### config.mk
export PLATFORM = sky130hd
export DESIGN_NAME = mem_arbiter
export DESIGN_NICKNAME = d
export VERILOG_FILES = /design/src/dbg_mem_pkg.sv /design/src/mem_arbiter.sv
export SDC_FILE = /design/constraint.sdc
export NUM_CORES = 1
export LEC_CHECK = 0
export BUFFER_PORTS_ARGS = -buffer_cell sky130_fd_sc_hd__buf_2
export CAP_MARGIN = 25
export CELL_PAD_IN_SITES_DETAIL_PLACEMENT = 0
export CELL_PAD_IN_SITES_GLOBAL_PLACEMENT = 1
export CORE_AREA = 4 4 74 76
export CTS_CLUSTER_SIZE = 12
export DETAILED_ROUTE_END_ITERATION = 8
export DIE_AREA = 0 0 78 80
export GPL_TIMING_DRIVEN = 0
export PLACE_DENSITY_LB_ADDON = 0.1
export SYNTH_ARGS = -nofsm -noshare
export SYNTH_HDL_FRONTEND = slang
export SYNTH_SLANG_ARGS = --single-unit
export TNS_END_PERCENT = 10
### constraint.sdc
create_clock -name clk -period 4.7 [get_ports clk]
set_input_delay 1.175 -clock clk [delete_from_list [all_inputs] [get_ports clk]]
set_output_delay 1.175 -clock clk [all_outputs]
set_load 0.01 [all_outputs]
### src/dbg_mem_pkg.sv
////////////////////////////////////////////////////////////
// Shared constants and bus structs for the debug memory
// subsystem, imported by every RTL module
////////////////////////////////////////////////////////////

package dbg_mem_pkg;

  // UART timing
  localparam int unsigned CLKS_PER_BIT = 16;
  localparam int unsigned BIT_CNT_W    = $clog2(CLKS_PER_BIT);

  // Memory geometry
  localparam int unsigned DATA_W      = 32;
  localparam int unsigned STRB_W      = DATA_W / 8;
  localparam int unsigned MEM_WORDS   = 256;
  localparam int unsigned MEM_ADDR_W  = 10;
  localparam int unsigned WORD_ADDR_W = MEM_ADDR_W - 2;
  localparam int unsigned AXIL_ADDR_W = 16;

  // Debug protocol fields, little-endian on the wire
  localparam int unsigned FIELD_BYTES = 2;
  localparam int unsigned LEN_W       = FIELD_BYTES * 8;
  localparam int unsigned HDR_W       = 2 * LEN_W;
  localparam int unsigned HDR_CNT_W   = $clog2(2 * FIELD_BYTES);

  localparam logic [7:0] CMD_READ  = 8'h11;
  localparam logic [7:0] CMD_WRITE = 8'h12;
  localparam logic [7:0] BYTE_ACK  = 8'h06;
  localparam logic [7:0] BYTE_EOT  = 8'h04;

  localparam logic [1:0] RESP_OKAY   = 2'b00;
  localparam logic [1:0] RESP_SLVERR = 2'b10;

  ////////////////////////////////////////////////////////////
  // Bus structs
  ////////////////////////////////////////////////////////////

  typedef struct packed {
    logic [WORD_ADDR_W-1:0] addr;
    logic                   we;
    logic [DATA_W-1:0]      wdata;
    logic [STRB_W-1:0]      strb;
  } mem_req_t;

  typedef struct packed {
    logic                   aw_valid;
    logic [AXIL_ADDR_W-1:0] aw_addr;
    logic                   w_valid;
    logic [DATA_W-1:0]      w_data;
    logic [STRB_W-1:0]      w_strb;
    logic                   b_ready;
    logic                   ar_valid;
    logic [AXIL_ADDR_W-1:0] ar_addr;
    logic                   r_ready;
  } axil_req_t;

  typedef struct packed {
    logic              aw_ready;
    logic              w_ready;
    logic              ar_ready;
    logic              b_valid;
    logic [1:0]        b_resp;
    logic              r_valid;
    logic [DATA_W-1:0] r_data;
    logic [1:0]        r_resp;
  } axil_rsp_t;

endpackage

### src/mem_arbiter.sv
////////////////////////////////////////////////////////////
// Round-robin arbiter between the UART engine and the
// AXI4-Lite port in front of the scratch memory
////////////////////////////////////////////////////////////

`timescale 1ns/1ps

module mem_arbiter import dbg_mem_pkg::*; (
  input  logic     clk,
  input  logic     rst_n_i,
  input  mem_req_t dbg_req_i,
  input  logic     dbg_valid_i,
  output logic     dbg_gnt_o,
  output logic     dbg_rvalid_o,
  input  mem_req_t bus_req_i,
  input  logic     bus_valid_i,
  output logic     bus_gnt_o,
  output logic     bus_rvalid_o,
  output mem_req_t mem_req_o,
  output logic     mem_en_o
);

  // High when the bus port has priority on a tie
  logic prio_bus_q;

  assign dbg_gnt_o = dbg_valid_i && (!bus_valid_i || !prio_bus_q);
  assign bus_gnt_o = bus_valid_i && (!dbg_valid_i || prio_bus_q);
  assign mem_en_o  = dbg_gnt_o || bus_gnt_o;
  assign mem_req_o = bus_gnt_o ? bus_req_i : dbg_req_i;

  always_ff @(posedge clk) begin
    if (!rst_n_i) begin
      prio_bus_q   <= 1'b0;
      dbg_rvalid_o <= 1'b0;
      bus_rvalid_o <= 1'b0;
    end else begin
      if (dbg_gnt_o) prio_bus_q <= 1'b1;
      else if (bus_gnt_o) prio_bus_q <= 1'b0;
      // Tag the pending read with its owner
      dbg_rvalid_o <= dbg_gnt_o && !dbg_req_i.we;
      bus_rvalid_o <= bus_gnt_o && !bus_req_i.we;
    end
  end

endmodule

==> results.cfg <==
[status]
status = finished clean

[job]
maxCapViolCount = 0

[grt]
antenna_found_initial = 0
grt.overflow.total = 0
grt_pass1_vias = 1167
grt_start_max_net_pins = 11
grt_use_total_pct = 9.97
grt_pass1_wl_um = 5090

[cts]
numCtsBuffers = 3
ctsResizeCount = 0
cts_max_level = 1
clk_pin_slew_ps = 30
clockBufferDepth = 2
clock_latency_ps = 220
root_buffer = clkbuf_8
holdBufCountCts = 0
clock-sinks = 3
post-cts-setup-buffer-count = 0
cts_tree = built

[sta]
whs_ps = 484
maxSlewHeadroom_pct = 89.3
period_needed_ps = 3440
final.period_utilization_pct = 73.2
setup_tns_ps = 0
fin_skew_ps = 1.63
max_slew.worst_pin.slew_ps = 161
finalHoldViolCount = 0
fmax_mhz = 290
finalSetupViolCount = 0
rsz0062_at_grt = no
finalMaxSlewViolations = 0

[routing]
ant_nets = 0
wl_per_cell_um = 12.0
vias = 1067
routed_wirelength_um = 3310
drt_iter0_markers = 7
firstDrtPassIters = 2
drc_errors = 0
vias_per_cell = 3.87

[power_and_ir_drop]
power.total_uw = 273
pwr-share-seq_pct = 10.2
ir_worst_vdd_mv = 0.0711
power_density_nw_per_um2 = 166
intPower_uw = 190
leakagePower_nw = 0.996
p_sw_share_pct = 30.6
p_sw_uw = 83.5
clkPwrFrac_pct = 27.5
pwr-share-comb_pct = 62.3

[setup_path]
critPathLaunchType = primary input
cp-end-kind = output pin
path_class = in2out
cp_data_arrival_time_ps = 2270
cp_max_fo = 10
cp.required_ps = 3520

[final_layout]
final_common_cell = buf_2
multi_input_area_sq_um = 658
layout_common_cells = 143 x buf_2, 28 x mux2_4, 17 x mux2_2
register_area_sq_um = 60.1
area_delta_synth_final_pct = 105
n_fill_cell = 487
layout-drive-gt1-share_pct = 94.7
utilization_pct = 34.9
fin_nets = 304
n_antenna_cell = 0
instances_no_fill = 276

[place]
dp_hpwl_um = 3030
place_congestion = 0.736
dp_cells = 272
io_buffer_count = 143

[floorplanning]
die_w_um = 78
start_util_pct = 17.0
die-area_sq_um = 6240
num_rows = 25
dieHeight_um = 80
core-area_sq_um = 4720
ios = 144

[synth]
synth_top_area_share_pct = 52.3
ys_seq_area_share_pct = 7.47
syn-cell-area_sq_um = 805
yosys_register_bits = 3
syn_inst = 62
yosys_warnings = 0
synthTopCellsByArea = mux2_4 52%, mux2_2 24%, buf_12 7.5%, dfxtp_1 7.5%, buf_6 1.4%
postSynthAreaPerCell_sq_um = 13.0
synthDistinctLibCells = 13
synthesis.nets = 156
yosysTopAreaCell = mux2_4

[min_path]
min_path_type = reg2reg
## kinds of logic (layout without fill, tap and decap cells)
logic type             Yosys count  after routing  share of synthesized area (%)
muxes                           45             45                           76.0
DFF                              3              3                           7.47
AOI/OAI and AO/OA                4              4                           2.95
and+or+nand+nor                  3              3                           2.80
buffers and inverters            7            154                           10.7
## power groups by stage
stage	sequential, mW	combinational (mW)	clock [mW]
6_report	0.0278	0.170	0.0751
5_1_grt	0.0281	0.185	0.0801
4_1_cts	0.0278	0.173	0.0777
3_5_place_dp	0.0282	0.173	0
3_3_place_gp	0.0282	0.172	0
2_1_floorplan	0.0285	0.0960	0
## registers in the layout, summed over array words and instances (netlist names)
signal        flops
bus_rvalid_o      1
prio_bus_q        1
dbg_rvalid_o      1
## worst max-delay path: stages
cell     delay [ps]
buf_2           100
inv_1            50
o21ai_2         140
buf_6           200
buf_12          160
mux2_4          300
buf_2           140
## layout make-up
class,instances,area share [%]
timing repair buffer,143,43.4
buffer,5,4.78
tap,67,5.08
multi-input combinational,52,39.9
clock buffer,4,2.73
inverter,2,0.455
sequential,3,3.64
## Yosys cell counts (all sizes together)
cell type / instances
mux2: 45
or2: 1
o21ai: 2
a21oi: 2
buf: 5
nor3b: 1
and3b: 1
inv: 2
dfxtp: 3
## metal layers
metal	wire length [um]	track usage, %	up-vias
met3	472	3.05	4
met1	1040	9.03	454
met2	1750	20.3	84
met5	0	0	-
li1	-	-	525
met4	45	4.02	0
## final timing paths
kind	slack, ps	start	cells past startpoint	end
max	1260	dbg_valid_i	7	mem_req_o[30]
max reg2reg	3670	prio_bus_q$_SDFFE_PN0P_	4	bus_rvalid_o$_SDFF_PN0_
min	480	prio_bus_q$_SDFFE_PN0P_	1	prio_bus_q$_SDFFE_PN0P_
min reg2reg	480	prio_bus_q$_SDFFE_PN0P_	1	prio_bus_q$_SDFFE_PN0P_
## stage by stage
stage / setup slack [ps] / area, sq um
6_report: 1260 / 1650
5_1_grt: 1160 / 1650
4_1_cts: 1230 / 1650
3_5_place_dp: 1230 / 1600
3_3_place_gp: 1250 / 1600
2_1_floorplan: 1550 / 805
Note: power is estimated with default switching activity, not from simulation.
