===== config.mk =====
export PLATFORM = sky130hd
export DESIGN_NAME = uart_byte_rx
export DESIGN_NICKNAME = d
export VERILOG_FILES = /design/src/dbg_mem_pkg.sv /design/src/uart_byte_rx.sv
export SDC_FILE = /design/constraint.sdc
export NUM_CORES = 1
export LEC_CHECK = 0
export BUFFER_PORTS_ARGS = -buffer_cell sky130_fd_sc_hd__clkbuf_2
export CAP_MARGIN = 0
export CORE_ASPECT_RATIO = 0.8
export CORE_MARGIN = 10
export CORE_UTILIZATION = 50
export CTS_BUF_LIST = sky130_fd_sc_hd__clkbuf_8
export CTS_CLUSTER_DIAMETER = 50
export DETAILED_ROUTE_END_ITERATION = 12
export GPL_TIMING_DRIVEN = 0
export PLACE_DENSITY = 0.76
export RECOVER_POWER = 25
export SYNTH_ARGS = -nofsm -noshare
export SYNTH_HDL_FRONTEND = slang
export SYNTH_SLANG_ARGS = --single-unit

===== constraint.sdc =====
create_clock -name clk -period 1.7 [get_ports clk]
set_clock_uncertainty 0.05 [all_clocks]
set_input_delay 0.17 -clock clk [delete_from_list [all_inputs] [get_ports clk]]
set_output_delay 0.17 -clock clk [all_outputs]
set_load 0.01 [all_outputs]

===== src/dbg_mem_pkg.sv =====
////////////////////////////////////////////////////////////
// Shared constants and bus structs for the debug memory
// subsystem, imported by every RTL module
////////////////////////////////////////////////////////////

package dbg_mem_pkg;

  // UART timing
  localparam int unsigned CLKS_PER_BIT = 16;
  localparam int unsigned BIT_CNT_W    = $clog2(CLKS_PER_BIT);

  // Memory geometry
  localparam int unsigned DATA_W      = 32;
  localparam int unsigned STRB_W      = DATA_W / 8;
  localparam int unsigned MEM_WORDS   = 256;
  localparam int unsigned MEM_ADDR_W  = 10;
  localparam int unsigned WORD_ADDR_W = MEM_ADDR_W - 2;
  localparam int unsigned AXIL_ADDR_W = 16;

  // Debug protocol fields, little-endian on the wire
  localparam int unsigned FIELD_BYTES = 2;
  localparam int unsigned LEN_W       = FIELD_BYTES * 8;
  localparam int unsigned HDR_W       = 2 * LEN_W;
  localparam int unsigned HDR_CNT_W   = $clog2(2 * FIELD_BYTES);

  localparam logic [7:0] CMD_READ  = 8'h11;
  localparam logic [7:0] CMD_WRITE = 8'h12;
  localparam logic [7:0] BYTE_ACK  = 8'h06;
  localparam logic [7:0] BYTE_EOT  = 8'h04;

  localparam logic [1:0] RESP_OKAY   = 2'b00;
  localparam logic [1:0] RESP_SLVERR = 2'b10;

  ////////////////////////////////////////////////////////////
  // Bus structs
  ////////////////////////////////////////////////////////////

  typedef struct packed {
    logic [WORD_ADDR_W-1:0] addr;
    logic                   we;
    logic [DATA_W-1:0]      wdata;
    logic [STRB_W-1:0]      strb;
  } mem_req_t;

  typedef struct packed {
    logic                   aw_valid;
    logic [AXIL_ADDR_W-1:0] aw_addr;
    logic                   w_valid;
    logic [DATA_W-1:0]      w_data;
    logic [STRB_W-1:0]      w_strb;
    logic                   b_ready;
    logic                   ar_valid;
    logic [AXIL_ADDR_W-1:0] ar_addr;
    logic                   r_ready;
  } axil_req_t;

  typedef struct packed {
    logic              aw_ready;
    logic              w_ready;
    logic              ar_ready;
    logic              b_valid;
    logic [1:0]        b_resp;
    logic              r_valid;
    logic [DATA_W-1:0] r_data;
    logic [1:0]        r_resp;
  } axil_rsp_t;

endpackage


===== src/uart_byte_rx.sv =====
////////////////////////////////////////////////////////////
// UART 8N1 receiver, emits one byte per good frame
////////////////////////////////////////////////////////////

`timescale 1ns/1ps

module uart_byte_rx import dbg_mem_pkg::*; (
  input  logic       clk,
  input  logic       rst_n_i,
  input  logic       rx_i,
  output logic       byte_valid_o,
  output logic [7:0] byte_o
);

  typedef enum logic [1:0] {RX_IDLE, RX_START, RX_DATA, RX_STOP} rx_state_e;

  rx_state_e            state_q;
  logic                 rx_meta_q, rx_sync_q;
  logic [BIT_CNT_W-1:0] cnt_q;
  logic [2:0]           bit_q;
  logic [7:0]           shift_q;
  logic                 bit_end;

  assign bit_end = (cnt_q == BIT_CNT_W'(CLKS_PER_BIT - 1));

  always_ff @(posedge clk) begin
    if (!rst_n_i) begin
      rx_meta_q    <= 1'b1;
      rx_sync_q    <= 1'b1;
      state_q      <= RX_IDLE;
      cnt_q        <= '0;
      bit_q        <= '0;
      byte_valid_o <= 1'b0;
    end else begin
      rx_meta_q    <= rx_i;
      rx_sync_q    <= rx_meta_q;
      byte_valid_o <= 1'b0;
      cnt_q        <= cnt_q + 1'b1;
      case (state_q)
        RX_IDLE: begin
          cnt_q <= '0;
          if (!rx_sync_q) state_q <= RX_START;
        end
        // Recheck the line half a bit in, glitches go back to idle
        RX_START: begin
          if (cnt_q == BIT_CNT_W'(CLKS_PER_BIT / 2 - 1)) begin
            cnt_q   <= '0;
            bit_q   <= '0;
            state_q <= rx_sync_q ? RX_IDLE : RX_DATA;
          end
        end
        RX_DATA: begin
          if (bit_end) begin
            bit_q <= bit_q + 1'b1;
            if (bit_q == 3'd7) state_q <= RX_STOP;
          end
        end
        default: begin
          if (bit_end) begin
            byte_valid_o <= rx_sync_q;
            state_q      <= RX_IDLE;
          end
        end
      endcase
    end
  end

  // LSB arrives first
  always_ff @(posedge clk) begin
    if (state_q == RX_DATA && bit_end) shift_q <= {rx_sync_q, shift_q[7:1]};
  end

  assign byte_o = shift_q;

endmodule


==> results_dict.tcl <==
set metrics [dict create \
    ys_seq_elements 20 \
    area_growth_pct 16.1 \
    pre_cts_ws_ns 0.00379 \
    die_h_um 57.1 \
    die_w_um 66.4 \
    ys_types 29 \
    postCtsHoldBufs 0 \
    drc 0 \
    drt_wl_total_um 1460 \
    dr.pass1.iters 4 \
    drive_gt1_frac 0.279 \
    final_common_cell "dfxtp_1" \
    hold_class "input port to flip-flop" \
    num_antenna_cells 0 \
    p_per_area_nw_per_um2 999 \
    synth_edf_count 8 \
    boundaryPins 12 \
    clock-root-buffer "clkbuf_8" \
    ys.flop_type "dfxtp_1" \
    clock-sinks 20 \
    final_hold_viol_count 0 \
    cp.required_ns 1.81 \
    crit_type "flip-flop to flip-flop" \
    netlist_instances 71 \
    path_max_fanout 5 \
    tightest_slew_ns 0.336 \
    yosys-top-cells-area "dfxtp_1 28%, edfxtp_1 28%, ha_1 10%" \
    reg2reg_setup_slack_ns 0.10 \
    rsz0062_at_grt "no" \
    cp-end-kind "flip-flop" \
    leakagePower_nw 0.424 \
    placed_cell_area_um2 943 \
    fin_tns_setup_ns 0 \
    ant_nets 0 \
    yosysTopAreaCell "dfxtp_1" \
    drt_iter0_markers 15 \
    cts_tree "done" \
    async_flop_share 0 \
    via_per_inst 5.16 \
    outcome "finished clean" \
    numCtsBuffers 3 \
    multi_input_area_um2 369 \
    die-area_um2 3790 \
    relSlewSlack 0.774 \
    fmax_mhz 626 \
    coreArea_um2 1630 \
    slew_violations 0 \
    synth_area_per_cell_um2 12.1 \
    max_cap_viol_count 0 \
    postLayoutSetupSlackWorst_ns 0.102 \
    synth_top_area_frac 0.279 \
    finalCritPeriodShare 0.940 \
    antenna_found_initial 0 \
    nNetsFinal 97 \
    grt_pass1_vias 581 \
    htree_levels 1 \
    wire_per_inst_um 13.5 \
    ir_worst_vdd_uv 730 \
    setup_viol 0 \
    ys_seq_area_frac 0.558 \
    clock_path_buffers 2 \
    synth_fp_nets 81 \
    final_area_um2 1000 \
    n_fill_cell 138 \
    ys_warn_count 0 \
    synth_area_um2 861 \
    port_buffers 11 \
    gp_congestion 0.775 \
    crit_path_start_kind "flip-flop" \
    final_cell_mix "11 x dfxtp_1, 10 x clkbuf_2, 8 x edfxtp_1" \
    seq_area_um2 482 \
    grt_max_degree 12 \
    vias 557 \
    grt_pass1_wl_um 2530 \
    core.rowCount 13 \
    post-route-min-period_ns 1.60 \
    clock_latency_ns 0.25 \
    clk_pin_slew_worst_paths_ns 0.07 \
    grtUsageTotal 0.0861 \
    gr-total-overflow 0 \
    start_util 0.529 \
    crit_arrival_ns 1.71 \
    post-dp-hpwl_um 1120 \
]
routing by layer:
metal	GRT usage	share of wire
met5	0	0
met4	0.0269	0.0068
met3	0.0448	0.057
met2	0.147	0.46
met1	0.0886	0.48
worst paths after layout:
kind | from | to | depth (start not counted)
max | state_q[1] | state_q[1] | 5
min | rx_i | rx_meta_q | 2
max reg2reg | state_q[1] | state_q[1] | 5
min reg2reg | rx_meta_q | rx_sync_q | 1
logic make-up after synthesis:
group	synth area share
adders and majority gates	0.102
buffers and inverters	0.0262
AOI/OAI and AO/OA	0.0931
and+or+nand+nor	0.176
muxes	0.0247
xor gates and xnor gates	0.0204
DFF	0.558
what timing repair did:
item	4_1_cts	5_1_grt
setup buffers	0	0
endpoints found under the setup margin	1	3
pin swaps	0	0
resized for setup	1	3
state kept, by name, indices dropped and copies added, names as in the netlist:
signal,count
cnt_q,4
byte_o,8
bit_q,3
rx_sync_q,1
state_q,2
rx_meta_q,1
byte_valid_o,1
per-stage QoR:
| step | cells | power (mW) | hold WS [ns] | utilization |
|---|---|---|---|---|
| 2_1_floorplan | 71 | 0.667 | 0.193 | - |
| 3_3_place_gp | 104 | 0.695 | 0.304 | 0.580 |
| 3_5_place_dp | 104 | 0.697 | 0.303 | 0.580 |
| 4_1_cts | 108 | 1.00 | 0.0408 | 0.608 |
| 5_1_grt | 108 | 1.06 | 0.0475 | 0.615 |
| 6_report | 108 | 0.999 | 0.0461 | 0.615 |
Yosys cell counts, types with 2 or more instances:
master / number
nor2_1: 6
xor2_1: 2
edfxtp_1: 8
nand2_1: 6
inv_1: 6
a22o_1: 2
dfxtp_1: 12
ha_1: 7
nand2b_1: 2
power breakdown:
part	switching [mW]	leakage (nW)	total, mW	internal (mW)
clock	0.143	0.0231	0.303	0.160
combinational	0.0935	0.231	0.163	0.0697
sequential	0.0173	0.169	0.532	0.515
critical path, stage by stage (launching register included):
cell and delay [ns]:
dfxtp_1 0.39, inv_1 0.10, ha_1 0.25, or3_4 0.41
a41o_1 0.26, o41ai_2 0.05
final cells by class:
type,count,area share
Sequential cell,20,0.482
Clock buffer,3,0.0413
Timing Repair Buffer,11,0.0538
Tap cell,22,0.0275
Multi-Input combinational cell,45,0.369
Clock inverter,1,0.00375
Inverter,6,0.0225
Note: power is estimated with default switching activity, not from simulation.
