<file path="src/dbg_mem_pkg.sv">
////////////////////////////////////////////////////////////
// Shared constants and bus structs for the debug memory
// subsystem, imported by every RTL module
////////////////////////////////////////////////////////////

package dbg_mem_pkg;

  // UART timing
  localparam int unsigned CLKS_PER_BIT = 16;
  localparam int unsigned BIT_CNT_W    = $clog2(CLKS_PER_BIT);

  // Memory geometry
  localparam int unsigned DATA_W      = 32;
  localparam int unsigned STRB_W      = DATA_W / 8;
  localparam int unsigned MEM_WORDS   = 256;
  localparam int unsigned MEM_ADDR_W  = 10;
  localparam int unsigned WORD_ADDR_W = MEM_ADDR_W - 2;
  localparam int unsigned AXIL_ADDR_W = 16;

  // Debug protocol fields, little-endian on the wire
  localparam int unsigned FIELD_BYTES = 2;
  localparam int unsigned LEN_W       = FIELD_BYTES * 8;
  localparam int unsigned HDR_W       = 2 * LEN_W;
  localparam int unsigned HDR_CNT_W   = $clog2(2 * FIELD_BYTES);

  localparam logic [7:0] CMD_READ  = 8'h11;
  localparam logic [7:0] CMD_WRITE = 8'h12;
  localparam logic [7:0] BYTE_ACK  = 8'h06;
  localparam logic [7:0] BYTE_EOT  = 8'h04;

  localparam logic [1:0] RESP_OKAY   = 2'b00;
  localparam logic [1:0] RESP_SLVERR = 2'b10;

  ////////////////////////////////////////////////////////////
  // Bus structs
  ////////////////////////////////////////////////////////////

  typedef struct packed {
    logic [WORD_ADDR_W-1:0] addr;
    logic                   we;
    logic [DATA_W-1:0]      wdata;
    logic [STRB_W-1:0]      strb;
  } mem_req_t;

  typedef struct packed {
    logic                   aw_valid;
    logic [AXIL_ADDR_W-1:0] aw_addr;
    logic                   w_valid;
    logic [DATA_W-1:0]      w_data;
    logic [STRB_W-1:0]      w_strb;
    logic                   b_ready;
    logic                   ar_valid;
    logic [AXIL_ADDR_W-1:0] ar_addr;
    logic                   r_ready;
  } axil_req_t;

  typedef struct packed {
    logic              aw_ready;
    logic              w_ready;
    logic              ar_ready;
    logic              b_valid;
    logic [1:0]        b_resp;
    logic              r_valid;
    logic [DATA_W-1:0] r_data;
    logic [1:0]        r_resp;
  } axil_rsp_t;

endpackage

</file>
<file path="src/axil_mem_port.sv">
////////////////////////////////////////////////////////////
// AXI4-Lite slave port onto the scratch memory, one
// transaction in flight at a time
////////////////////////////////////////////////////////////

`timescale 1ns/1ps

module axil_mem_port import dbg_mem_pkg::*; (
  input  logic              clk,
  input  logic              rst_n_i,
  input  axil_req_t         axil_req_i,
  output axil_rsp_t         axil_rsp_o,
  output mem_req_t          mem_req_o,
  output logic              mem_req_valid_o,
  input  logic              mem_gnt_i,
  input  logic              mem_rvalid_i,
  input  logic [DATA_W-1:0] mem_rdata_i
);

  typedef enum logic [1:0] {P_IDLE, P_REQ, P_RESP} port_state_e;

  port_state_e            state_q;
  logic                   is_rd_q, err_q;
  logic [MEM_ADDR_W-1:0]  addr_q;
  logic [DATA_W-1:0]      wdata_q, rdata_q;
  logic [STRB_W-1:0]      wstrb_q;
  logic                   ar_acc, aw_acc;
  logic [AXIL_ADDR_W-1:0] acc_addr;
  logic                   acc_err, resp_done;

  // Reads win when both address channels are valid together
  assign ar_acc    = (state_q == P_IDLE) && axil_req_i.ar_valid;
  assign aw_acc    = (state_q == P_IDLE) && !axil_req_i.ar_valid
                     && axil_req_i.aw_valid && axil_req_i.w_valid;
  assign acc_addr  = ar_acc ? axil_req_i.ar_addr : axil_req_i.aw_addr;
  assign acc_err   = (acc_addr >= AXIL_ADDR_W'(MEM_WORDS * 4));
  assign resp_done = is_rd_q ? axil_req_i.r_ready : axil_req_i.b_ready;

  always_ff @(posedge clk) begin
    if (!rst_n_i) begin
      state_q <= P_IDLE;
      is_rd_q <= 1'b0;
      err_q   <= 1'b0;
    end else begin
      case (state_q)
        P_IDLE: begin
          if (ar_acc || aw_acc) begin
            is_rd_q <= ar_acc;
            err_q   <= acc_err;
            // Out of range skips the memory entirely
            state_q <= acc_err ? P_RESP : P_REQ;
          end
        end
        P_REQ: begin
          if (mem_gnt_i) state_q <= P_RESP;
        end
        default: begin
          if (resp_done) state_q <= P_IDLE;
        end
      endcase
    end
  end

  always_ff @(posedge clk) begin
    if (ar_acc || aw_acc) begin
      addr_q  <= acc_addr[MEM_ADDR_W-1:0];
      wdata_q <= axil_req_i.w_data;
      wstrb_q <= axil_req_i.w_strb;
    end
    if (ar_acc) rdata_q <= '0;
    else if (mem_rvalid_i) rdata_q <= mem_rdata_i;
  end

  assign mem_req_valid_o = (state_q == P_REQ);
  assign mem_req_o.addr  = addr_q[MEM_ADDR_W-1:2];
  assign mem_req_o.we    = !is_rd_q;
  assign mem_req_o.wdata = wdata_q;
  assign mem_req_o.strb  = is_rd_q ? '0 : wstrb_q;

  always_comb begin
    axil_rsp_o.aw_ready = aw_acc;
    axil_rsp_o.w_ready  = aw_acc;
    axil_rsp_o.ar_ready = ar_acc;
    axil_rsp_o.b_valid  = (state_q == P_RESP) && !is_rd_q;
    axil_rsp_o.b_resp   = err_q ? RESP_SLVERR : RESP_OKAY;
    axil_rsp_o.r_valid  = (state_q == P_RESP) && is_rd_q;
    // Read data is live in the first response cycle, held after
    axil_rsp_o.r_data   = mem_rvalid_i ? mem_rdata_i : rdata_q;
    axil_rsp_o.r_resp   = err_q ? RESP_SLVERR : RESP_OKAY;
  end

endmodule

</file>
<file path="config.mk">
export PLATFORM = sky130hd
export DESIGN_NAME = axil_mem_port
export DESIGN_NICKNAME = d
export VERILOG_FILES = /design/src/dbg_mem_pkg.sv /design/src/axil_mem_port.sv
export SDC_FILE = /design/constraint.sdc
export NUM_CORES = 1
export LEC_CHECK = 0
export ABC_CLOCK_PERIOD_IN_PS = 8600
export BUFFER_PORTS_ARGS = -buffer_cell sky130_fd_sc_hd__buf_2
export CORE_MARGIN = 2
export CORE_UTILIZATION = 30
export CTS_CLUSTER_DIAMETER = 120
export CTS_CLUSTER_SIZE = 25
export DETAILED_ROUTE_END_ITERATION = 8
export HOLD_SLACK_MARGIN = 0.02
export MAX_ROUTING_LAYER = met4
export PLACE_DENSITY = 0.67
export SYNTH_ARGS = -nofsm -noshare
export SYNTH_HDL_FRONTEND = slang
export SYNTH_SLANG_ARGS = --single-unit
</file>
<file path="constraint.sdc">
create_clock -name clk -period 8.6 [get_ports clk]
set_input_delay 0.43 -clock clk [delete_from_list [all_inputs] [get_ports clk]]
set_output_delay 0.43 -clock clk [all_outputs]
set_load 0.02 [all_outputs]
</file>
==> results.md <==
- Outcome: completed
- Total negative slack for setup checks: 0 ns
- Net count, final: 500
- Met3 capacity usage during global routing: 3.06%
- Routed wire length: 6960 µm
- Top fanout value on the critical path: 36
- Critical path depth: 3
- Post-CTS setup buffer count: 0
- Number of DRC violations after detailed routing: 0
- Number of gates given a new drive strength after cts: 0
- Worst Hold Margin: 0.259 ns
- Most frequent standard cell in the layout excluding fill and tap cells: sky130_fd_sc_hd__buf_2
- Vias per inst: 4.23
- Met2 layer usage reported by global route: 21.6%
- Clock Skew: 0.0104 ns
- IR drop worst, VDD: 83.0 µV
- Top Family by Delay on Critical Path: buffers and inverters
- Total power: 0.906 mW
- Routed via count: 2231
- X dimension of the die: 105 µm
- Total routing resource utilization after global routing: 12.8%
- Max Clock Freq: 422 MHz
- GRT met1 Usage: 14.1%
- Cells along the critical path: nor3b_4 -> buf_4 -> buf_2
- Routability Congestion: 0.714
- Cell area after synthesis: 3050 µm²
- Number of antenna violations at the first check in global routing: 0
- Max Cap Viol: 0
- Setup repair after global routing missed its margin: no
- Clock-pin slew on the worst setup and hold paths: 0.08 ns
- Post-placement setup slack: 6.39 ns
- Critical path class: reg -> out
- Final worst slack: 6.23 ns
- Portion of the post-synthesis area used by sequential elements: 67.0%
- Final worst-path cycle share: 27.5%
- Final setup violation count: 0
- Grt total ovfl: 0
- Sum of buffers and inverters on the critical path: 2
- Fraction of layout cells with a size suffix above 1: 61.8%
- Clock tree from TritonCTS: built
- Antenna Violating Nets Remaining: 0
- Highest-count cells in the layout ignoring fill and taps: sky130_fd_sc_hd__buf_2 (189), sky130_fd_sc_hd__edfxtp_1 (44), sky130_fd_sc_hd__nor2b_1 (37)
- Buffer type at the clock tree root: sky130_fd_sc_hd__clkbuf_8
- Largest incremental delay on the critical path: 0.46 ns
- Area growth from synthesis to layout: 40.7%
- Fraction of the core area covered by cells at the end of the flow: 43.7%
- Placed wire-length estimate after detailed placement: 5240 µm
- Wire length of the first global-routing pass: 10600 µm
- Hold buffer count at CTS: 0
- Number of synthesis warnings: 0
- Worst-case clock buffer depth: 2
- TritonCTS Buffers: 9
- Vias in the first global route: 2168
- Most crowded layer after global routing: met2
- Type of the tightest min-delay check: in -> reg
- Starting density of the core: 31.0%
- Vertical die dimension: 105 µm
- Detailed-router iteration count before antenna repair: 4
- Worst endpoint required time: 8.17 ns
- Syn Inst Count: 205
- Count of antenna diodes in the layout: 0
- Crit end category: output port
- Worst r2r path cells: 3
- Die Area: 11000 µm²
- Maximum number of pins on one net before global-route repair: 44
- Sink Count: 80
- WL per Instance: 13.2 µm
- Pin slew with the least headroom to its limit: 0.728 ns
- Number of primary I/O pins: 196
- Depth of the worst hold-timing path: 1
- Core area: 9820 µm²
- P per Cell Area: 211 nW/µm²
- Slowest cell on the critical path: sky130_fd_sc_hd__nor3b_4
- Syn avg cell area: 14.9 µm²
- Detailed Route Iter0 Violations: 78
- Final Slew Violations: 0
- Post-synthesis sequential element count: 80
- Worst Path Arrival: 1.94 ns
- P_leak: 1.97 nW
- Number of different library cells in the post-synthesis netlist: 28
- Port Buffers: 189
- Number of H-tree branching levels: 3
- Site row count: 36
- Startpoint kind of the worst setup timing path: flip-flop
- Clock period minus final worst setup slack: 2.37 ns
- Worst rel slew slack: 51.5%
- Worst-Skew Late Latency: 0.34 ns
- Final Hold Viols: 0
==> Yosys cell counts <==
cell,count,area (µm²)
sky130_fd_sc_hd__o21a_1,1,7.51
sky130_fd_sc_hd__nor4_1,1,6.26
sky130_fd_sc_hd__inv_1,2,7.51
sky130_fd_sc_hd__nor3b_1,2,15.0
sky130_fd_sc_hd__o41ai_4,1,27.5
sky130_fd_sc_hd__nor3b_4,1,18.8
sky130_fd_sc_hd__a211oi_1,1,7.51
sky130_fd_sc_hd__clkbuf_1,1,3.75
sky130_fd_sc_hd__nor4b_1,1,8.76
sky130_fd_sc_hd__nor3_1,4,20.0
sky130_fd_sc_hd__and2_1,1,6.26
sky130_fd_sc_hd__conb_1,1,3.75
sky130_fd_sc_hd__or4_4,1,11.3
sky130_fd_sc_hd__buf_2,8,40.0
sky130_fd_sc_hd__buf_4,8,60.1
sky130_fd_sc_hd__mux2_2,35,394
sky130_fd_sc_hd__nor2b_1,37,231
sky130_fd_sc_hd__nor2_1,4,15.0
sky130_fd_sc_hd__nand2_1,2,7.51
sky130_fd_sc_hd__o211a_1,1,10.0
sky130_fd_sc_hd__a31o_1,1,8.76
sky130_fd_sc_hd__o21ai_0,2,10.0
sky130_fd_sc_hd__mux2i_1,1,10.0
sky130_fd_sc_hd__mux2_1,5,56.3
sky130_fd_sc_hd__dfxtp_1,36,721
sky130_fd_sc_hd__a221oi_1,1,8.76
sky130_fd_sc_hd__a21oi_1,2,10.0
sky130_fd_sc_hd__edfxtp_1,44,1320
==> worst paths after layout <==
kind                       start              to  slack (ns)
setup reg to reg      state_q[0]       addr_q[8]        6.63
setup / recovery      state_q[0]  axil_rsp_o[38]        6.23
hold reg to reg       rdata_q[3]      rdata_q[3]        0.58
hold / removal    axil_req_i[44]     wdata_q[21]        0.26
==> cells by family after synthesis <==
| group | after synthesis | share of synthesized area [%] |
|---|---|---|
| buffers and inverters | 19 | 3.65 |
| AO/OA/AOI/OAI | 10 | 2.96 |
| flip-flops | 80 | 67.0 |
| other | 1 | 0.123 |
| AND/OR/NAND/NOR | 54 | 11.2 |
| multiplexers | 41 | 15.1 |
==> sequential cells by signal (all words and copies together), names as in the netlist <==
register	flops
state_q	2
addr_q	8
rdata_q	32
wstrb_q	4
wdata_q	32
err_q	1
is_rd_q	1
==> worst register-to-register path, cell delays in order, from the launching register on <==
cell	delay (ns)
sky130_fd_sc_hd__dfxtp_1	0.44
sky130_fd_sc_hd__nor3b_4	0.46
sky130_fd_sc_hd__buf_4	0.45
sky130_fd_sc_hd__mux2_2	0.39
==> final cells by class <==
type                    count  area, µm²
inverters                   2       7.51
repair buffers            191        961
well taps                 133        166
clock buffers               9        124
multi-input cells         107        903
clock inverters             6       85.1
flip-flops and latches     80       2040
fillers                   959       5530
==> per-stage QoR <==
step                      std cells  instance area [µm²]
after floorplan                 206                 3050
after global placement          513                 4080
after detailed placement        513                 4080
after CTS                       528                 4290
after global routing            528                 4290
final                           528                 4290
==> where the power goes <==
group | switching, mW | total [mW] | internal, mW
registers | 0.00965 | 0.451 | 0.441
clock network | 0.129 | 0.289 | 0.161
logic | 0.0974 | 0.165 | 0.0680
==> metal layers <==
| layer | vias to the layer above | part of all wire (%) |
|---|---|---|
| met2 | 96 | 52 |
| met1 | 1040 | 40 |
| met5 | - | 0 |
| met3 | 9 | 6.6 |
| li1 | 1086 | - |
| met4 | 0 | 1.6 |
(Power assumes the default switching activity.)
