--- config.mk ---
export PLATFORM = sky130hd
export DESIGN_NAME = uart_byte_tx
export DESIGN_NICKNAME = d
export VERILOG_FILES = /design/src/dbg_mem_pkg.sv /design/src/uart_byte_tx.sv
export SDC_FILE = /design/constraint.sdc
export NUM_CORES = 1
export LEC_CHECK = 0
export BUFFER_PORTS_ARGS = -buffer_cell sky130_fd_sc_hd__buf_2
export CAP_MARGIN = 10
export CORE_ASPECT_RATIO = 0.9
export CORE_UTILIZATION = 45
export CTS_BUF_LIST = sky130_fd_sc_hd__clkbuf_8 sky130_fd_sc_hd__clkbuf_16
export CTS_CLUSTER_DIAMETER = 60
export CTS_CLUSTER_SIZE = 8
export DETAILED_ROUTE_END_ITERATION = 12
export GPL_ROUTABILITY_DRIVEN = 0
export GPL_TIMING_DRIVEN = 0
export PLACE_DENSITY = 0.66
export SLEW_MARGIN = 20
export SYNTH_ARGS = -nofsm -noshare
export SYNTH_HDL_FRONTEND = slang
export SYNTH_SLANG_ARGS = --single-unit
--- constraint.sdc ---
create_clock -name clk -period 4.25 [get_ports clk]
set_input_delay 0 -clock clk [delete_from_list [all_inputs] [get_ports clk]]
set_output_delay 0 -clock clk [all_outputs]
set_load 0.01 [all_outputs]
--- src/dbg_mem_pkg.sv ---
////////////////////////////////////////////////////////////
// Shared constants and bus structs for the debug memory
// subsystem, imported by every RTL module
////////////////////////////////////////////////////////////

package dbg_mem_pkg;

  // UART timing
  localparam int unsigned CLKS_PER_BIT = 16;
  localparam int unsigned BIT_CNT_W    = $clog2(CLKS_PER_BIT);

  // Memory geometry
  localparam int unsigned DATA_W      = 32;
  localparam int unsigned STRB_W      = DATA_W / 8;
  localparam int unsigned MEM_WORDS   = 256;
  localparam int unsigned MEM_ADDR_W  = 10;
  localparam int unsigned WORD_ADDR_W = MEM_ADDR_W - 2;
  localparam int unsigned AXIL_ADDR_W = 16;

  // Debug protocol fields, little-endian on the wire
  localparam int unsigned FIELD_BYTES = 2;
  localparam int unsigned LEN_W       = FIELD_BYTES * 8;
  localparam int unsigned HDR_W       = 2 * LEN_W;
  localparam int unsigned HDR_CNT_W   = $clog2(2 * FIELD_BYTES);

  localparam logic [7:0] CMD_READ  = 8'h11;
  localparam logic [7:0] CMD_WRITE = 8'h12;
  localparam logic [7:0] BYTE_ACK  = 8'h06;
  localparam logic [7:0] BYTE_EOT  = 8'h04;

  localparam logic [1:0] RESP_OKAY   = 2'b00;
  localparam logic [1:0] RESP_SLVERR = 2'b10;

  ////////////////////////////////////////////////////////////
  // Bus structs
  ////////////////////////////////////////////////////////////

  typedef struct packed {
    logic [WORD_ADDR_W-1:0] addr;
    logic                   we;
    logic [DATA_W-1:0]      wdata;
    logic [STRB_W-1:0]      strb;
  } mem_req_t;

  typedef struct packed {
    logic                   aw_valid;
    logic [AXIL_ADDR_W-1:0] aw_addr;
    logic                   w_valid;
    logic [DATA_W-1:0]      w_data;
    logic [STRB_W-1:0]      w_strb;
    logic                   b_ready;
    logic                   ar_valid;
    logic [AXIL_ADDR_W-1:0] ar_addr;
    logic                   r_ready;
  } axil_req_t;

  typedef struct packed {
    logic              aw_ready;
    logic              w_ready;
    logic              ar_ready;
    logic              b_valid;
    logic [1:0]        b_resp;
    logic              r_valid;
    logic [DATA_W-1:0] r_data;
    logic [1:0]        r_resp;
  } axil_rsp_t;

endpackage

--- src/uart_byte_tx.sv ---
////////////////////////////////////////////////////////////
// UART 8N1 transmitter, one frame per send request
////////////////////////////////////////////////////////////

`timescale 1ns/1ps

module uart_byte_tx import dbg_mem_pkg::*; (
  input  logic       clk,
  input  logic       rst_n_i,
  input  logic       send_i,
  input  logic [7:0] byte_i,
  output logic       busy_o,
  output logic       tx_o
);

  logic                 busy_q;
  logic [BIT_CNT_W-1:0] cnt_q;
  logic [3:0]           bit_q;
  logic [9:0]           frame_q;
  logic                 bit_end;

  assign bit_end = (cnt_q == BIT_CNT_W'(CLKS_PER_BIT - 1));

  always_ff @(posedge clk) begin
    if (!rst_n_i) begin
      busy_q <= 1'b0;
      cnt_q  <= '0;
      bit_q  <= '0;
    end else if (!busy_q) begin
      cnt_q <= '0;
      bit_q <= '0;
      if (send_i) busy_q <= 1'b1;
    end else begin
      cnt_q <= cnt_q + 1'b1;
      if (bit_end) begin
        bit_q <= bit_q + 1'b1;
        // Stop bit done, frame complete
        if (bit_q == 4'd9) busy_q <= 1'b0;
      end
    end
  end

  always_ff @(posedge clk) begin
    if (send_i && !busy_q) frame_q <= {1'b1, byte_i, 1'b0};
    else if (busy_q && bit_end) frame_q <= {1'b1, frame_q[9:1]};
  end

  assign busy_o = busy_q;
  assign tx_o   = busy_q ? frame_q[0] : 1'b1;

endmodule

==> results.txt, run 1 <==
Hold Slack = 0.00540 ns
Syn-to-layout area delta = 19.2%
peak supply drop = 230 uV
status = finished, final reports clean
Inserted Clock Buffers = 3
max_cap viols = 0
post-detail-place hpwl = 822 um
CTS sink cnt = 18
clock slew at reported path FFs = 0.07 ns
Cells after Synth = 64
global-route wire length before repair = 1.73 mm
crit path from = cnt_q[0]
ys async rst share = 0
Mapped Nets = 78
WP buf/inv = 0
clk buf depth = 2
Top FF cell, synth = dfxtp_1
fill cell count = 146
post-synthesis sequential area ratio = 0.593
buffers added on ports = 12
post-CTS setup buffers = 0
Final Instance Area = 886 um^2
CTS tree = yes
total core area = 1500 um^2
Crit path arrival time = 1.44 ns
die height = 40.6 um
Ports = 13
Vias/cell = 4.97
ANT cells = 0
worst path cell trace = ha_1 -> and4_2 -> or2_2
Seq cells post-synth = 18
setup TNS = 0 ns
post-CTS sizing = 0
# setup viols final = 0
Worst Path Class, Setup = reg -> reg
FMAX = 0.690 GHz
initial antenna violation count = 0
Cell Area, Placed = 831 um^2
drt pass-1 iters = 4
nets = 95
crit-path max cell delay = 0.40 ns
critical path fanouts, max = 8
P per Cell Area = 390 nW/um^2
non-filler cells, final = 102
chip width = 44.8 um
top cells by area, synth = edfxtp_1, dfxtp_1, a22o_1
largest net degree at the start of global routing = 11
storage element area = 440 um^2
CP Launch Type = flop
count leader, synth = dfxtp_1
Mapped Area = 743 um^2
Clock Latency Late Sink = 0.25 ns
r2r startpoint = cnt_q[0]
initial core utilization = 0.497
unrepaired setup endpoints after global routing = no
final period utilization = 0.341
slowest cell on the critical path = or2_2
Mapped Avg Cell Area = 11.6 um^2
Worst Path Required = 4.24 ns
row cnt = 13
Slew @ Worst Pin = 0.402 ns
drt drc = 0
full die area = 1820 um^2
number of flops mapped to enable cells by yosys = 8
CTS H-tree lvls = 1
Post-CTS Hold Fix Bufs = 0
YS warnings = 0
layout cells sized above 1 = 0.250
grt total ovfl = 0
Clock Skew = 0.00364 ns
Yosys top cell area share = 0.323
start point of the worst hold path = rst_n_i
max-slew violations = 0
Placed Cells = 98
class of the worst hold path = in -> reg
multi-input logic area = 288 um^2
via count = 507
crit path capture type = flop
WL final = 1.14 mm
relative slew slack = 0.732
vias in the first global route = 385
per-cell routed wire length = 11.2 um
Fin. Hold Viols = 0
static leakage = 0.364 nW
Synth area leader = edfxtp_1
DR iter-0 viols = 8
Antenna Nets Post-Route = 0
cell family with most CP delay = simple AND/OR/NAND/NOR gates
Period minus WS final = 1.45 ns
top cells by count, synth = dfxtp_1, edfxtp_1, a22o_1, nor2_1
Root Driver = clkbuf_8
Netlist cell types = 24
gr usage total = 0.147
## final timing paths
kind / endpoint / depth (start not counted) / slack [ns]
worst max-delay path: frame_q[8] / 3 / 2.80
worst max register to register: frame_q[8] / 3 / 2.80
worst min-delay path: busy_o / 3 / 0.005
worst min register to register: cnt_q[0] / 1 / 0.45
## cell type report
| class | count | share of cell area |
|---|---|---|
| multi-input cells | 43 | 0.325 |
| well taps | 22 | 0.0311 |
| plain buffers | 2 | 0.0127 |
| clock buffers | 4 | 0.0621 |
| flip-flops and latches | 18 | 0.497 |
| repair buffers | 12 | 0.0678 |
| inverters | 1 | 0.00424 |
## power breakdown
part,internal [mW],switching (mW),total [mW]
Combinational,0.00871,0.00888,0.0176
Clock,0.0823,0.0554,0.138
Sequential,0.188,0.00270,0.190
Total,0.279,0.0670,0.346
## sequential cells by signal, indices dropped and copies added, names as in the netlist
signal / flops
frame_q: 9
busy_o: 1
cnt_q: 4
bit_q: 4
## metrics by stage
step                      utilization  worst slack (ns)  power (mW)
after detailed placement        0.555              2.79       0.212
final                           0.592              2.80       0.346
after floorplan                     -              2.88       0.203
after global placement          0.555              2.80       0.212
after global routing            0.592              2.72       0.362
after CTS                       0.592              2.78       0.349
## logic make-up (layout without fill, tap and decap cells)
logic type,count (synthesis),in the layout,synth area share
simple gates,22,22,0.153
flops,18,18,0.593
compound gates,14,14,0.136
xor+xnor,4,4,0.0471
fa+ha+maj,3,3,0.0505
buf+inv,3,19,0.0202
## placed cells by master, fill, tap and decap left out, types with 2 or more instances in the layout
cell / n
ha_1: 3
a22o_1: 7
nor2_1: 7
o21ai_0: 3
nand3_1: 3
nand2_1: 3
dfxtp_1: 10
xnor2_1: 2
nand2b_1: 2
buf_2: 12
edfxtp_1: 8
xor2_1: 2
clkbuf_8: 4
a21oi_1: 2
## worst min-delay path: cells and delay by family
family | cells | cell delay, ns
AOI/OAI and AO/OA | 2 | 0.10
buffers and inverters | 1 | 0.11
## metal layers
metal  part of all wire  global-route usage
met5                  0                   0
met4              0.017              0.0682
met3              0.061              0.0811
met2               0.41               0.210
met1               0.51               0.183
(Power assumes the default switching activity.)
==> inputs of run 2 (changes only) <==
==> constraint.sdc (replaced) <==
create_clock -name clk -period 1.5 [get_ports clk]
set_input_delay 0 -clock clk [delete_from_list [all_inputs] [get_ports clk]]
set_output_delay 0 -clock clk [all_outputs]
set_load 0.01 [all_outputs]
==> run 2 against run 1 <==
Clock power rose to 2.8 times the previous value; core utilization rose by 0.25 points; via count fell by 0.20%; global-route usage did not move; count of clock-buffer cells in the layout did not move; sequential share of layout area fell by 0.21 points; critical endpoint is now frame_q[1].
==> results.txt, run 2 (same netlist as run 1, synthesis figures left out) <==
status = finished, final reports clean
clk buf depth = 2 (unchanged)
Inserted Clock Buffers = 3 (unchanged)
unrepaired setup endpoints after global routing = no
per-cell routed wire length = 11.3 um (+0.96%)
vias in the first global route = 385 (unchanged)
row cnt = 13 (unchanged)
gr usage total = 0.147 (unchanged)
clock slew at reported path FFs = 0.07 ns (about the same)
WL final = 1.15 mm (+0.96%)
drt drc = 0 (unchanged)
buffers added on ports = 12 (unchanged)
reg2reg end = frame_q[1]
nets = 95 (unchanged)
Vias/cell = 4.96 (-0.20%)
critical path fanouts, max = 10 (+2)
Slew @ Worst Pin = 0.235 ns (-0.167 ns)
crit path from = cnt_q[0]
Post-CTS Hold Fix Bufs = 0 (unchanged)
post-detail-place hpwl = 822 um (unchanged)
most common cell after layout, fill and taps aside = buf_2
Max Used Layer = met4
crit path capture type = flop
die height = 40.6 um (unchanged)
initial antenna violation count = 0 (unchanged)
CTS sink cnt = 18 (unchanged)
metal2 WL = 472 um (unchanged)
met3 routed WL = 71 um (+1.4%)
class of the worst hold path = in -> reg
setup TNS = 0 ns (unchanged)
Root Driver = clkbuf_8
P per Cell Area = 1100 nW/um^2 (+180%)
Syn-to-layout area delta = 19.7%
Clock Latency Late Sink = 0.25 ns (about the same)
via count = 506 (-0.20%)
DR iter-0 viols = 8 (unchanged)
largest net degree at the start of global routing = 11 (unchanged)
Fin. Hold Viols = 0 (unchanged)
Metal-1 WL = 590 um (+1.7%)
Worst Path Class, Setup = reg -> reg
final period utilization = 0.957 (+0.616)
R2R setup slack = 0.06 ns (-2.74 ns)
Crit path arrival time = 1.45 ns (about the same)
grt total ovfl = 0 (unchanged)
full die area = 1820 um^2 (unchanged)
Ports = 13 (unchanged)
register with the most flip-flops = frame_q
FMAX = 0.696 GHz (+0.98%)
max_cap viols = 0 (unchanged)
biggest regs = frame_q x9, bit_q x4, cnt_q x4
Worst Path Required = 1.51 ns (-2.73 ns)
relative slew slack = 0.843 (+0.111)
Antenna Nets Post-Route = 0 (unchanged)
layout cells sized above 1 = 0.263 (+0.0125)
Clock Skew = 0.00371 ns (+0.0000678 ns)
initial core utilization = 0.497 (unchanged)
drt pass-1 iters = 4 (unchanged)
CP Launch Type = flop
r2r startpoint = cnt_q[0]
chip width = 44.8 um (unchanged)
ANT cells = 0 (unchanged)
Largest register FFs = 9 (unchanged)
peak supply drop = 653 uV (+180%)
Worst Reg-to-Reg Cells = 4 (+1)
critical path endpoint = frame_q[1]
total core area = 1500 um^2 (unchanged)
CTS tree = yes
# setup viols final = 0 (unchanged)
most frequent cells in the layout = buf_2, dfxtp_1, edfxtp_1
max-slew violations = 0 (unchanged)
static leakage = 0.367 nW (+0.86%)
global-route wire length before repair = 1.73 mm (unchanged)
CTS H-tree lvls = 1 (unchanged)
Period minus WS final = 1.44 ns (-0.0141 ns)
Final Power = 0.981 mW (+180%)
## run 2: cell counts in the layout (fill, tap and decap cells not counted)
No cell type changed its count.
## run 2: what timing repair did
item                                    4_1_cts  5_1_grt
endpoints found under the setup margin        0        8
resized for setup                             0        3
hold endpoints to repair                      0        0
buffers inserted                              0        0
## run 2: worst min path at each step
stage	from	to	slack (ns)	depth (start not counted)
2_1_floorplan	rst_n_i	busy_o	0.14	2
3_3_place_gp	byte_i[7]	frame_q[8]	0.27	2
3_5_place_dp	byte_i[7]	frame_q[8]	0.28	2
4_1_cts	rst_n_i	busy_o	0.005	3
5_1_grt	byte_i[7]	frame_q[8]	0.005	2
6_report	rst_n_i	busy_o	0.005	3
## run 2: critical path, cell delays in order, from the launching register on
cell and delay [ns]:
dfxtp_1 0.32, ha_1 0.25, and4_2 0.22, buf_4 0.17, a22o_1 0.23
## run 2: cell type report
type / count / area (um^2)
tap: 22 / 27.5
sequential: 18 / 440
inverter: 1 / 3.75
multi-input combinational: 43 / 290
clock buffer: 4 / 55.1
fill: 147 / 607
buffer: 2 / 12.5
timing repair buffer: 12 / 60.1
## run 2: power by group
| group | internal, mW | total (mW) | switching, mW |
|---|---|---|---|
| sequential | 0.531 | 0.539 | 0.00764 |
| clock | 0.233 | 0.391 | 0.158 |
| combinational | 0.0263 | 0.0518 | 0.0255 |
## run 2: per-stage QoR
| step | utilization | hold WS (ns) | instance area (um^2) | std cells | setup slack [ns] |
|---|---|---|---|---|---|
| 2_1_floorplan | - | 0.138 | 743 | 64 | 0.130 |
| 6_report | 0.594 | 0.00488 | 890 | 102 | 0.0639 |
| 3_5_place_dp | 0.555 | 0.275 | 831 | 98 | 0.0421 |
| 4_1_cts | 0.592 | 0.00516 | 886 | 102 | 0.0338 |
| 5_1_grt | 0.594 | 0.00503 | 890 | 102 | 0.0101 |
| 3_3_place_gp | 0.555 | 0.270 | 831 | 98 | 0.0532 |
## run 2: per-layer routing
layer | vias up | global-route usage
met5 | - | 0
met2 | 11 | 0.210
met4 | 0 | 0.0682
met1 | 226 | 0.183
met3 | 3 | 0.0811
li1 | 266 | -
==> inputs of run 3 (changes only) <==
--- a/config.mk
+++ b/config.mk
@@ -8,14 +8,14 @@
 export BUFFER_PORTS_ARGS = -buffer_cell sky130_fd_sc_hd__buf_2
 export CAP_MARGIN = 10
 export CORE_ASPECT_RATIO = 0.9
-export CORE_UTILIZATION = 45
+export CORE_UTILIZATION = 51
 export CTS_BUF_LIST = sky130_fd_sc_hd__clkbuf_8 sky130_fd_sc_hd__clkbuf_16
 export CTS_CLUSTER_DIAMETER = 60
 export CTS_CLUSTER_SIZE = 8
 export DETAILED_ROUTE_END_ITERATION = 12
 export GPL_ROUTABILITY_DRIVEN = 0
 export GPL_TIMING_DRIVEN = 0
-export PLACE_DENSITY = 0.66
+export PLACE_DENSITY = 0.74
 export SLEW_MARGIN = 20
 export SYNTH_ARGS = -nofsm -noshare
 export SYNTH_HDL_FRONTEND = slang
==> run 3 against run 2 <==
Register-to-register slack gained 0.04 ns; clock power shrank 15%; critical path type unchanged; power shrank 6.0%; routed wire length grew 3.2%; count of clock-buffer cells in the layout shrank 1; core utilization grew 7.9 points.
==> results.txt, run 3 (same netlist as run 1, synthesis figures left out) <==
largest net degree at the start of global routing = 11 (unchanged)
Antenna Nets Post-Route = 0 (unchanged)
most common cell after layout, fill and taps aside = buf_2
Period minus WS final = 1.40 ns (-0.0404 ns)
multi-input logic area = 290 um^2 (unchanged)
Vias/cell = 5.40 (+8.9%)
CTS tree = yes
Root Driver = clkbuf_8
Final Instance Area = 870 um^2 (-2.3%)
Final Util = 0.673 (+0.0790)
max-slew violations = 0 (unchanged)
Largest register FFs = 9 (unchanged)
grt total ovfl = 0 (unchanged)
Clock Latency Late Sink = 0.25 ns (about the same)
nets = 95 (unchanged)
CTS H-tree lvls = 1 (unchanged)
global routing usage on met1 = 0.213 (+0.0304)
most frequent cells in the layout = buf_2, dfxtp_1, edfxtp_1
static leakage = 0.362 nW (-1.3%)
Clock Skew = 0.00426 ns (+0.000548 ns)
Crit path arrival time = 1.38 ns (-0.07 ns)
vias in the first global route = 466 (+21%)
global routing's busiest layer = met2
unrepaired setup endpoints after global routing = no
max_cap viols = 0 (unchanged)
critical path fanouts, max = 8 (-2)
Syn-to-layout area delta = 17.0%
worst path cell trace = ha_2 -> and4_2 -> or2_2
initial antenna violation count = 0 (unchanged)
clk buf depth = 2 (unchanged)
met3 usage = 0.0283 (-0.0528)
FMAX = 0.716 GHz (+2.9%)
fill cell count = 105 (-29%)
via count = 508 (+0.40%)
buffers added on ports = 12 (unchanged)
Inserted Clock Buffers = 3 (unchanged)
status = finished, final reports clean
row cnt = 12 (-1)
CP Launch Type = flop
Worst Path Required = 1.49 ns (-0.02 ns)
Cell Area, Placed = 821 um^2 (-1.2%)
crit path capture type = flop
slowest cell on the critical path = or2_2
P per Cell Area = 1060 nW/um^2 (-3.8%)
ANT cells = 0 (unchanged)
storage element area = 440 um^2 (unchanged)
die height = 38.2 um (-5.8%)
post-CTS setup buffers = 0 (unchanged)
initial core utilization = 0.576 (+0.0789)
layout cells sized above 1 = 0.263 (unchanged)
Slew @ Worst Pin = 0.238 ns (+0.00283 ns)
WL final = 1.19 mm (+3.2%)
met2 usage = 0.281 (+0.0712)
register with the most flip-flops = frame_q
Ports = 13 (unchanged)
per-cell routed wire length = 12.7 um (+12%)
peak supply drop = 612 uV (-6.2%)
gr usage total = 0.175 (+0.0279)
relative slew slack = 0.841 (-0.00189)
setup TNS = 0 ns (unchanged)
full die area = 1610 um^2 (-11%)
clock slew at reported path FFs = 0.07 ns (about the same)
post-detail-place hpwl = 908 um (+10%)
CTS sink cnt = 18 (unchanged)
# setup viols final = 0 (unchanged)
final period utilization = 0.931 (-0.0269)
chip width = 42.2 um (-5.8%)
drt pass-1 iters = 4 (unchanged)
Worst Path Class, Setup = reg -> reg
biggest regs = frame_q x9, bit_q x4, cnt_q x4
total core area = 1290 um^2 (-14%)
global-route wire length before repair = 1.99 mm (+15%)
class of the worst hold path = in -> reg
drt drc = 0 (unchanged)
crit-path max cell delay = 0.39 ns (+0.07 ns)
Fin. Hold Viols = 0 (unchanged)
DR iter-0 viols = 11 (+3)
[run 3: changes by cell type in the layout (fill, tap and decap cells not counted), sizes merged]
cell	before	now
clkbuf	5	4
inv	1	2
[run 3: timing repair]
item                       CTS  global route
hold buffers                 0             0
setup endpoints to repair    0            11
gates resized for setup      0             3
[run 3: final timing paths]
| kind | startpoint | endpoint | slack (ns) | cells past startpoint |
|---|---|---|---|---|
| worst max-delay path | cnt_q[0] | frame_q[2] | 0.10 | 3 |
| worst min-delay path | rst_n_i | busy_o | 0.01 | 3 |
| worst max register to register | cnt_q[0] | frame_q[2] | 0.10 | 3 |
| worst min register to register | cnt_q[0] | cnt_q[0] | 0.45 | 1 |
[run 3: metal layers]
metal / vias up / wire [um]
met5: - / 0
met4: 0 / 21
met3: 4 / 38
met2: 11 / 552
met1: 228 / 578
li1: 265 / -
[run 3: area by class of cell]
cell class,count,share of cell area
clock buffers,3,0.0475
clock inverters,1,0.00432
well taps,14,0.0201
flip-flops and latches,18,0.506
repair buffers,12,0.0691
multi-input cells,43,0.334
plain buffers,2,0.0144
inverters,1,0.00432
[run 3: worst max-delay path: cells and delay by family (launching register included)]
family	cells	cell delay (ns)
adder cells (fa/ha/maj)	1	0.21
flip-flops	1	0.32
AND/OR/NAND/NOR	2	0.59
[run 3: per-stage QoR]
stage,hold WS [ns],setup WS [ns],total power [mW],cells
6_report,0.0109,0.104,0.923,94
5_1_grt,0.0112,0.0566,0.953,94
3_5_place_dp,0.273,0.0432,0.601,90
2_1_floorplan,0.138,0.130,0.575,64
4_1_cts,0.0107,0.0406,0.927,94
3_3_place_gp,0.268,0.0615,0.599,90
[run 3: where the power goes]
part,switching (mW),internal [mW],total (mW),leakage (nW)
sequential,0.00833,0.531,0.540,0.160
combinational,0.0257,0.0254,0.0511,0.175
clock,0.150,0.182,0.332,0.0269
